File: src/include/scaler_config.svh
// widths and fixed-point constants of the horizontal scaler
// include wherever a width or the coordinate unit is needed
`ifndef SCALER_CONFIG_SVH
`define SCALER_CONFIG_SVH

// pixel stream
`define SCALER_DATA_W   8       // one component per pixel

// filter coefficients, magnitude only
`define SCALER_COE_W    10      // 1.0 = 512

// coordinate counters
`define SCALER_PIX_STEP 4096    // one input pixel in 4.12 units

// coefficient table
`define SCALER_PHASES   32
`define SCALER_PHASE_W  5       // log2 of the phase count

`endif

File: src/source/scaler_pkg.sv
// shared types of the horizontal scaler
// the step word is read both as an adder value and as int/phase fields
`include "scaler_config.svh"

package scaler_pkg;

    // ----------------------------------------
    // scale step, 4.12 unsigned fixed point
    // ----------------------------------------

    typedef struct packed {
        logic [3:0]  int_part;  // whole input pixels per output
        logic [11:0] frac;      // top bits select the filter phase
    } step_fields_t;

    // same 16 bits, two readings
    typedef union packed {
        logic [15:0]  raw;      // added straight onto the output counter
        step_fields_t f;
    } scale_step_t;

    // ----------------------------------------
    // stream and filter words
    // ----------------------------------------

    typedef logic [`SCALER_DATA_W-1:0] pixel_t;

    // tap magnitude, the sign is fixed by tap position
    typedef logic [`SCALER_COE_W-1:0] coe_t;

endpackage

File: src/source/scaler_coe_rom.sv
// cubic interpolation coefficients, one row of four taps per phase
// taps 0 and 3 are negative lobes, taps 1 and 2 positive
// output registered so the table maps onto block ROM
`timescale 1ns/1ps

`include "scaler_config.svh"

module scaler_coe_rom (
    input  logic                       clk,
    input  logic [`SCALER_PHASE_W-1:0] phase_i,
    output scaler_pkg::coe_t           coe0_o,    // oldest tap, subtracted
    output scaler_pkg::coe_t           coe1_o,
    output scaler_pkg::coe_t           coe2_o,
    output scaler_pkg::coe_t           coe3_o     // newest tap, subtracted
);

    // ----------------------------------------
    // catmull-rom weights at t = phase/32
    // ----------------------------------------
    // tap0 = t(1-t)^2/2, tap3 = t^2(1-t)/2, tap2 = (-3t^3+4t^2+t)/2
    // tap1 is derived from the others so every row nets exactly 512
    // rows above 16 mirror the rows below it

    localparam scaler_pkg::coe_t COE_TAB [`SCALER_PHASES][4] = '{
        '{  0, 512,   0,   0},  // t = 0 copies tap 1
        '{  8, 511,   9,   0},
        '{ 14, 507,  20,   1},
        '{ 20, 502,  32,   2},
        '{ 25, 494,  47,   4},  // 1/8
        '{ 28, 483,  62,   5},
        '{ 32, 472,  79,   7},
        '{ 34, 459,  97,  10},
        '{ 36, 444, 116,  12},  // quarter pixel
        '{ 37, 428, 136,  15},
        '{ 38, 410, 157,  17},
        '{ 38, 392, 178,  20},
        '{ 38, 373, 200,  23},
        '{ 37, 352, 222,  25},
        '{ 35, 331, 244,  28},
        '{ 34, 310, 266,  30},
        '{ 32, 288, 288,  32},  // half pixel, symmetric
        '{ 30, 266, 310,  34},
        '{ 28, 244, 331,  35},
        '{ 25, 222, 352,  37},
        '{ 23, 200, 373,  38},
        '{ 20, 178, 392,  38},
        '{ 17, 157, 410,  38},
        '{ 15, 136, 428,  37},
        '{ 12, 116, 444,  36},  // three quarters
        '{ 10,  97, 459,  34},
        '{  7,  79, 472,  32},
        '{  5,  62, 483,  28},
        '{  4,  47, 494,  25},
        '{  2,  32, 502,  20},
        '{  1,  20, 507,  14},
        '{  0,   9, 511,   8}
    };

    // ----------------------------------------
    // registered read
    // ----------------------------------------

    // one clock of latency, lines up with the captured taps
    always_ff @(posedge clk) begin
        coe0_o <= COE_TAB[phase_i][0];
        coe1_o <= COE_TAB[phase_i][1];
        coe2_o <= COE_TAB[phase_i][2];
        coe3_o <= COE_TAB[phase_i][3];
    end

endmodule

File: src/source/scaler_h.sv
// horizontal resampler with a four-tap cubic filter
// input coordinate grows one unit per accepted pixel, output by scale_step_i
// a pixel is issued whenever the input coordinate passes the output one
// latency from issue to de_o and from qualified sync to hs_o/vs_o is 3 clocks
`timescale 1ns/1ps

`include "scaler_config.svh"

module scaler_h (
    input  logic                    clk,
    input  logic                    rst,
    input  scaler_pkg::scale_step_t scale_step_i,   // 4.12, 4096 = 1.0
    input  scaler_pkg::pixel_t      pix_i,
    input  logic                    de_i,
    input  logic                    hs_i,
    input  logic                    vs_i,
    output scaler_pkg::pixel_t      pix_o,
    output logic                    de_o,
    output logic                    hs_o,
    output logic                    vs_o
);

    localparam int CNT_W      = 24;
    localparam int POS_FRAC_W = $clog2(`SCALER_PIX_STEP);    // 12 fraction bits
    localparam int SYNC_HOLD  = 4;                           // clocks before a sync counts
    localparam int FRAC_W     = `SCALER_COE_W - 1;           // 1.0 = 512
    localparam int MUL_W      = `SCALER_COE_W + `SCALER_DATA_W;
    localparam int SUM_W      = MUL_W + 2;                   // sign and overshoot
    localparam int OVF_BIT    = FRAC_W + `SCALER_DATA_W;

    localparam logic [CNT_W-1:0] ONE_PIX    = CNT_W'(`SCALER_PIX_STEP);
    localparam logic [CNT_W-1:0] GRP_DELAY  = CNT_W'(3 * `SCALER_PIX_STEP);
    localparam logic [SUM_W-1:0] ROUND_HALF = SUM_W'(1) << (FRAC_W - 1);

    // sync qualification
    logic [1:0]                sync_in;     // {vs, hs}
    logic [1:0][SYNC_HOLD-1:0] sync_sr;
    logic [1:0]                sync_q;
    logic                      sync_any;

    // coordinates
    logic                       accept;
    logic                       issue_now;
    logic                       issue;
    logic [CNT_W-1:0]           cnt_pix_i;
    logic [CNT_W-1:0]           cnt_pix_o;
    scaler_pkg::scale_step_t    out_pos;
    logic [`SCALER_PHASE_W-1:0] phase;

    // filter datapath
    scaler_pkg::pixel_t      tap_sr   [4];  // tap 3 is the newest pixel
    scaler_pkg::pixel_t      filt_tap [4];
    scaler_pkg::coe_t        coe      [4];
    logic [MUL_W-1:0]        mult_q   [4];
    logic signed [SUM_W-1:0] sum_q;
    scaler_pkg::pixel_t      clamp_pix;

    // strobe pipeline
    logic [1:0]      de_pipe;
    logic [1:0][1:0] sync_pipe;

    // ----------------------------------------
    // sync qualifiers
    // ----------------------------------------

    assign sync_in = {vs_i, hs_i};

    always_ff @(posedge clk) begin
        if (rst) begin
            sync_sr <= '0;
        end else begin
            for (int k = 0; k < 2; k++) begin
                sync_sr[k] <= {sync_sr[k][SYNC_HOLD-2:0], sync_in[k]};
            end
        end
    end

    // high now and for the previous four clocks
    always_comb begin
        for (int k = 0; k < 2; k++) begin
            sync_q[k] = sync_in[k] & (&sync_sr[k]);
        end
    end

    assign sync_any  = |sync_q;
    assign accept    = de_i & ~sync_any;
    assign issue_now = ~sync_any & (cnt_pix_i > cnt_pix_o);

    // ----------------------------------------
    // coordinate counters
    // ----------------------------------------

    always_ff @(posedge clk) begin
        if (rst) begin
            cnt_pix_i <= '0;
            cnt_pix_o <= '0;
            issue     <= 1'b0;
        end else begin
            issue <= issue_now;
            if (sync_any) begin
                cnt_pix_i <= '0;
                cnt_pix_o <= GRP_DELAY;          // filter group delay
            end else begin
                if (accept) begin
                    cnt_pix_i <= cnt_pix_i + ONE_PIX;
                end
                if (issue_now) begin
                    cnt_pix_o <= cnt_pix_o + CNT_W'(scale_step_i.raw);
                end
            end
        end
    end

    // low word of the output coordinate read as step fields
    assign out_pos.raw = cnt_pix_o[15:0];
    assign phase       = out_pos.f.frac[POS_FRAC_W-1 -: `SCALER_PHASE_W];

    // ----------------------------------------
    // tap window
    // ----------------------------------------

    always_ff @(posedge clk) begin
        if (accept) begin
            tap_sr[3] <= pix_i;
            tap_sr[2] <= tap_sr[3];
            tap_sr[1] <= tap_sr[2];
            tap_sr[0] <= tap_sr[1];
        end
        if (issue_now) begin
            filt_tap <= tap_sr;      // frozen for the multiply
        end
    end

    // sampled on the pre-advance coordinate, ready with filt_tap
    scaler_coe_rom u_coe_rom (
        .clk     (clk),
        .phase_i (phase),
        .coe0_o  (coe[0]),
        .coe1_o  (coe[1]),
        .coe2_o  (coe[2]),
        .coe3_o  (coe[3])
    );

    // ----------------------------------------
    // multiply, sum, clamp
    // ----------------------------------------

    always_ff @(posedge clk) begin
        for (int k = 0; k < 4; k++) begin
            mult_q[k] <= coe[k] * filt_tap[k];
        end
        // outer lobes negative
        sum_q <= SUM_W'(mult_q[1]) + SUM_W'(mult_q[2])
               - SUM_W'(mult_q[0]) - SUM_W'(mult_q[3]) + ROUND_HALF;
    end

    always_comb begin
        if (sum_q[SUM_W-1]) begin
            clamp_pix = '0;                          // undershoot
        end else if (|sum_q[SUM_W-2:OVF_BIT]) begin
            clamp_pix = '1;                          // past full scale
        end else begin
            clamp_pix = sum_q[FRAC_W +: `SCALER_DATA_W];
        end
    end

    always_ff @(posedge clk) begin
        if (rst) begin
            de_pipe   <= '0;
            sync_pipe <= '0;
            pix_o     <= '0;
            de_o      <= 1'b0;
            hs_o      <= 1'b0;
            vs_o      <= 1'b0;
        end else begin
            de_pipe      <= {de_pipe[0], issue};
            sync_pipe[0] <= sync_q;
            sync_pipe[1] <= sync_pipe[0];
            de_o         <= de_pipe[1];
            {vs_o, hs_o} <= sync_pipe[1];
            if (de_pipe[1]) begin
                pix_o <= clamp_pix;      // holds between strobes
            end
        end
    end

endmodule

File: src/source/scaler_top.sv
// scaler subsystem top, one horizontal pass on a strobed pixel stream
// scale_step_i is a level, change it only while a sync is active
`timescale 1ns/1ps

module scaler_top (
    input  logic                    clk,
    input  logic                    rst,
    input  scaler_pkg::scale_step_t scale_step_i,   // 4.12, 4096 = 1.0
    // ----------------------------------------
    // input stream
    // ----------------------------------------
    input  scaler_pkg::pixel_t      pix_i,
    input  logic                    de_i,
    input  logic                    hs_i,
    input  logic                    vs_i,
    // ----------------------------------------
    // output stream, no back-pressure
    // ----------------------------------------
    output scaler_pkg::pixel_t      pix_o,
    output logic                    de_o,
    output logic                    hs_o,
    output logic                    vs_o
);

    // horizontal resampler
    // output strobes trail the qualified syncs by 3 clocks
    scaler_h u_scaler_h (
        .clk          (clk),
        .rst          (rst),
        .scale_step_i (scale_step_i),
        .pix_i        (pix_i),
        .de_i         (de_i),
        .hs_i         (hs_i),
        .vs_i         (vs_i),
        .pix_o        (pix_o),
        .de_o         (de_o),
        .hs_o         (hs_o),
        .vs_o         (vs_o)
    );

endmodule

File: config.mk
export PLATFORM = sky130hd
export DESIGN_NAME = scaler_top
export DESIGN_NICKNAME = d
export VERILOG_FILES = /design/src/source/scaler_pkg.sv /design/src/source/scaler_coe_rom.sv /design/src/source/scaler_h.sv /design/src/source/scaler_top.sv
export VERILOG_INCLUDE_DIRS = /design/src /design/src/include
export SDC_FILE = /design/constraint.sdc
export NUM_CORES = 1
export LEC_CHECK = 0
export CAP_MARGIN = 20
export CELL_PAD_IN_SITES_DETAIL_PLACEMENT = 1
export CELL_PAD_IN_SITES_GLOBAL_PLACEMENT = 1
export CORE_MARGIN = 2
export CORE_UTILIZATION = 28
export DETAILED_ROUTE_END_ITERATION = 8
export DONT_BUFFER_PORTS = 1
export PLACE_DENSITY_LB_ADDON = 0.1
export REMOVE_ABC_BUFFERS = 1
export SLEW_MARGIN = 20
export SYNTH_ARGS = -nofsm -noshare
export SYNTH_HDL_FRONTEND = slang
export SYNTH_HIERARCHICAL = 1
export SYNTH_SLANG_ARGS = --single-unit
File: constraint.sdc
create_clock -name clk -period 5.39 [get_ports clk]
set_input_delay 0.539 -clock clk [delete_from_list [all_inputs] [get_ports clk]]
set_output_delay 0.539 -clock clk [all_outputs]
set_load 0.01 [all_outputs]
==> run_results.csv, run 1 <==
group,metric,value,unit
final_layout,drive_gt1_share,3.87,%
synth,synth_cell_type_count,75,
setup_path,endpoint,"u_scaler_h/mult_q[1][17]",
setup_path,critPathLaunchType,"flip-flop",
floorplan,initial_core_util,28.2,%
cts,numClockSinks,240,
setup_path,critPathLaunch,"u_scaler_h/filt_tap[18]",
floorplan,core,74200,um2
setup_path,r2r_setup_slack,750,ps
cts,cts_tree,"built",
floorplan,die_h,277,um
floorplan,io_pins,40,
synth,yosysWarningCount,6,
final_layout,diodes,0,
placement,io_buffers,0,
sta,slew_viol_final,0,
synth,synth_top_area_share,21.7,%
setup_path,crit_path_max_fanout,10,
synth,synth_edf_count,64,
synth,synth_flop_cell,"dfxtp_1",
synth,synth_largest_area_cell,"fa_1",
outcome,status,"finished clean",
placement,dp_cells,3079,
grt,grt_pass1_vias,15800,
floorplan,die_w,277,um
synth,synth.area.top_cells,"fa_1, dfxtp_1, ha_1",
placement,dpl.hpwl,47100,um
setup_path,ff2ff_path_depth,15,
sta,min_period,4640,ps
setup_path,r2r_end,"u_scaler_h/mult_q[1][17]",
routing,routed_wl,57800,um
cts,postCtsSetupBuffers,0,
sta,worst_pin_slew,863,ps
synth,ys_ff_latch,240,
routing,via_per_inst,4.55,
synth,yosys-top-cells-count,"inv_1, and2_1, fa_1",
routing,wl_per_cell,18.4,um
synth,synthArstFlopShare,0,%
setup_path,worstSetupPathType,"flip-flop to flip-flop",
final_layout,fillers,8377,
grt,grt-ovfl-total,0,
grt,antenna_found_initial,5,
cts,cts.repair.resized,0,
sta,clock_skew,28.1,ps
sta,hold_viol_final,0,
worst_hold_path,hold_class,"primary input to flip-flop",
cts,cts_hold_buf,0,
grt,grt_max_degree,86,
flow_run,cap_violations,0,
final_layout,area_growth,9.90,%
sta,fmax,215,MHz
setup_path,crit_arrival,5090,ps
cts,cts-buffers-inserted,34,
floorplan,row_count,100,
cts,h-tree-depth,2,
routing,antenna_left,0,
synth,synth_most_common_cell,"inv_1",
placement,globalplace.congestion,0.783,
floorplan,die-area,76800,um2
routing,vias,14300,
synth,syn-instance-count,2146,
routing,drt_iter0_drc,525,
cts,insertion_delay,540,ps
sta,finalCritPeriodShare,86.2,%
sta,tns,0,ps
grt,grt_pass1_wl,92800,um
cts,root_buffer,"clkbuf_16",
synth,seq_area_frac_synth,26.1,%
setup_path,end_kind,"flip-flop",
final_layout,instances_no_fill,3139,
setup_path,critical_path_required,5840,ps
cts,clk_pin_slew,60,ps
cts,cts_max_path_buffers,3,
routing,drc_errors,0,
final_layout,nNetsFinal,2626,
sta,grt_setup_unrepaired,"no",
sta,worst_hold_slack,70.9,ps
routing,firstDrtPassIters,4,
synth,syn_area_per_cell,9.74,um2
setup_path,r2r_start,"u_scaler_h/filt_tap[18]",
grt,grt_use_total,15.5,%
sta,setup_viol,0,
sta,slew_headroom,42.5,%
synth,netlist_area,20900,um2
[area by class of cell]
class	instances	area, um2	area share [%]
Clock buffer	49	958	4.17
Clock inverter	11	93.8	0.409
Inverter	314	1180	5.13
Multi-Input combinational cell	1548	14000	61.0
Sequential cell	240	5450	23.7
Tap cell	969	1210	5.28
Timing Repair Buffer	8	60.1	0.261
[state kept, by name, indices dropped and copies added, names as in the netlist, 2 cells and up]
name,flops
u_scaler_h/cnt_pix_i,12
u_scaler_h/cnt_pix_o,24
u_scaler_h/de_pipe,2
u_scaler_h/filt_tap,32
u_scaler_h/mult_q,72
u_scaler_h/pix_o,8
u_scaler_h/sum_q,11
u_scaler_h/sync_pipe,4
u_scaler_h/sync_sr,8
u_scaler_h/tap_sr,32
u_scaler_h/u_coe_rom/coe0_o,6
u_scaler_h/u_coe_rom/coe1_o,10
u_scaler_h/u_coe_rom/coe2_o,9
u_scaler_h/u_coe_rom/coe3_o,6
[metal layers]
metal	track usage, %	vias to the layer above	routed length (um)
met4	4.07	0	1250
li1	-	7008	-
met2	26.1	139	26900
met3	2.05	55	1780
met5	0	-	0
met1	20.8	7078	27900
[worst min-delay path by stage]
stage          slack (ps)                        to  cells past startpoint                  start
6_report               70       u_scaler_h/pix_o[5]                      1                    rst
5_1_grt                30  u_scaler_h/cnt_pix_o[13]                      1                    rst
4_1_cts                30  u_scaler_h/cnt_pix_o[13]                      1                    rst
3_5_place_dp          410   u_scaler_h/filt_tap[24]                      0  u_scaler_h/tap_sr[24]
3_3_place_gp          410   u_scaler_h/filt_tap[24]                      0  u_scaler_h/tap_sr[24]
2_1_floorplan         400   u_scaler_h/filt_tap[24]                      0  u_scaler_h/tap_sr[24]
[through the flow]
step / setup slack (ps) / area (um2) / utilization, %
2_1_floorplan: 1100 / 20600 / -
3_3_place_gp: 746 / 21900 / 29.5
3_5_place_dp: 730 / 21900 / 29.5
4_1_cts: 688 / 23000 / 31.0
5_1_grt: 432 / 23000 / 31.0
6_report: 745 / 23000 / 31.0
[critical path: stages, from the launching register on]
cell and delay (ps):
edfxtp_1 520, and2_1 240, fa_1 520, fa_1 520
fa_1 500, inv_1 50, fa_1 480, inv_1 40
ha_1 340, nand3_1 130, or2_2 330, nor2_1 100
o21ai_0 140, a31oi_1 320, nor4_1 90, a311oi_1 240
[logic make-up after synthesis]
logic type,Yosys count,share of synthesized area [%]
flip-flops,240,26.1
AND/OR/NAND/NOR,685,17.6
multiplexers,26,1.49
AO/OA/AOI/OAI,299,9.36
XOR/XNOR,78,3.27
other,1,0.0179
adder cells (fa/ha/maj),451,35.2
buffers and inverters,366,7.03
[layout by cell type (no fill, tap or decap), drive strengths merged, types with 6 or more instances in the layout]
cell,count
a211oi,19
a21o,20
a21oi,81
a31oi,12
and2,293
and3,10
buf,8
clkbuf,49
conb,9
dfxtp,176
edfxtp,64
fa,227
ha,224
inv,316
mux2i,21
nand2,115
nand2b,14
nand3,30
nand4,9
nor2,120
nor2b,32
nor3,19
o211ai,20
o21a,20
o21ai,61
o311ai,11
o31ai,7
or2,9
or3,6
xnor2,50
xor2,28
Power of run 1 is not shown: default switching activity piles up to over one toggle a cycle in this logic, so the estimate is an artifact.
==> inputs of run 2 (changes only) <==
--- a/config.mk
+++ b/config.mk
@@ -11,6 +11,7 @@
 export CELL_PAD_IN_SITES_GLOBAL_PLACEMENT = 1
 export CORE_MARGIN = 2
 export CORE_UTILIZATION = 28
+export CTS_BUF_LIST = sky130_fd_sc_hd__clkbuf_8
 export DETAILED_ROUTE_END_ITERATION = 8
 export DONT_BUFFER_PORTS = 1
 export PLACE_DENSITY_LB_ADDON = 0.1
==> run_results.csv, run 2 (same netlist as run 1, synthesis figures left out) <==
group,metric,value,unit
outcome,status,"finished clean",
setup_path,critical_path_required,5880,ps
setup_path,crit_path_max_fanout,10,
routing,firstDrtPassIters,5,
grt,grt-ovfl-total,0,
sta,slew_viol_final,0,
cts,cts_max_path_buffers,3,
routing,drc_errors,0,
floorplan,die_h,277,um
placement,io_buffers,0,
sta,setup_viol,0,
flow_run,cap_violations,0,
routing,routed_wl,58400,um
grt,grt_pass1_vias,15900,
sta,slew_headroom,41.6,%
final_layout,drive_gt1_share,4.93,%
setup_path,critPathTopFamily,"adder cells",
floorplan,die_w,277,um
sta,clock_skew,48.3,ps
routing,wl_per_cell,18.4,um
grt,antenna_found_initial,6,
final_layout,final_util,31.1,%
final_layout,top_regs,"u_scaler_h/mult_q: 72 flops, u_scaler_h/filt_tap: 32 flops, u_scaler_h/tap_sr: 32 flops",
sta,tns,0,ps
floorplan,die-area,76800,um2
sta,worst_pin_slew,876,ps
setup_path,crit_arrival,5130,ps
floorplan,initial_core_util,28.2,%
sta,finalCritPeriodShare,86.0,%
placement,place_area,21900,um2
routing,drt_iter0_drc,521,
placement,dpl.hpwl,47100,um
setup_path,critPathMaxStageDelay,510,ps
cts,postCtsSetupBuffers,0,
setup_path,end_kind,"flip-flop",
cts,root_buffer,"clkbuf_8",
sta,grt_setup_unrepaired,"no",
grt,grt_use_total,15.6,%
cts,cts-buffers-inserted,49,
final_layout,area_growth,10.3,%
final_layout,final_cell_area,23100,um2
sta,hold_viol_final,0,
cts,h-tree-depth,2,
final_layout,largest-register,"u_scaler_h/mult_q",
routing,vias,14500,
final_layout,mostFrequentLayoutCells,"inv_1, and2_1, fa_1",
worst_hold_path,hold_class,"primary input to flip-flop",
cts,numClockSinks,240,
setup_path,cpMostUsedCell,"fa_1",
routing,via_per_inst,4.56,
final_layout,largest_reg_flops,72,
final_layout,final_common_cell,"inv_1",
sta,fmax,216,MHz
routing,antenna_left,0,
setup_path,critPathLaunchType,"flip-flop",
floorplan,row_count,100,
cts,cts_tree,"built",
setup_path,crit_buf_inv,3,
grt,grt_max_degree,86,
setup_path,worstSetupPathType,"flip-flop to flip-flop",
grt,grt_pass1_wl,93600,um
cts,insertion_delay,650,ps
cts,clk_pin_slew,50,ps
setup_path,crit_chain,"and2_1, fa_1, fa_1, fa_1, inv_1, fa_1, inv_1, ha_1, a21o_1, a21o_1, a21oi_1, inv_1, o31a_1, o31ai_1, a211oi_1",
final_layout,nNetsFinal,2653,
setup_path,worst_path_max_delay_cell,"edfxtp_1",
floorplan,core,74200,um2
sta,min_period,4640,ps
floorplan,io_pins,40,
placement,globalplace.congestion,0.783,
cts,cts.repair.resized,0,
final_layout,instances_no_fill,3180,
placement,dp_cells,3079,
run 2: cell count changes in the layout (fill, tap and decap cells not counted), sizes merged:
cell and change:
buf +1, bufinv +1, clkbuf +11, clkinv +6, clkinvlp -2, diode +1, dlygate4sd3 +11, inv +12
run 2: per-stage QoR:
stage / setup slack (ps) / hold slack [ps]
after floorplan: 1100 / 400
after CTS: 665 / 9.38
after detailed placement: 730 / 409
after global routing: 436 / 42.7
after global placement: 746 / 405
final: 752 / 81.5
run 2: metal layers:
metal  track usage [%]  vias up  wire length, um
met4              4.03        0             1380
met3              2.36       75             1720
met1              20.9     7176            28200
li1                  -     7078                -
met2              26.2      160            27000
met5                 0        -                0
run 2: cell type report:
| type | count | area (um2) |
|---|---|---|
| inverters | 314 | 1180 |
| flip-flops and latches | 240 | 5450 |
| well taps | 969 | 1210 |
| repair buffers | 20 | 190 |
| fillers | 8403 | 51100 |
| multi-input cells | 1548 | 14000 |
| diodes | 1 | 2.50 |
| clock inverters | 28 | 181 |
| clock buffers | 60 | 826 |
run 2: worst paths after layout:
kind | start | end | slack (ps) | depth (start not counted)
setup / recovery | u_scaler_h/filt_tap[10] | u_scaler_h/mult_q[2][17] | 750 | 15
hold / removal | de_i | u_scaler_h/cnt_pix_i[13] | 80 | 2
setup reg to reg | u_scaler_h/filt_tap[10] | u_scaler_h/mult_q[2][17] | 750 | 15
hold reg to reg | u_scaler_h/issue | u_scaler_h/de_pipe[0] | 430 | 1
run 2: worst register-to-register path: cells and delay by family, from the launching register on:
kind,cells,cell delay [ps]
simple gates,1,240
buf+inv,3,160
flops,1,510
compound gates,6,1270
fa+ha+maj,5,2330
run 2: repair_timing:
action | CTS | global route
setup endpoints to repair | 0 | 0
hold buffers | 12 | 0
hold endpoints to repair | 34 | 0
Power of run 2 is left out for the same reason.
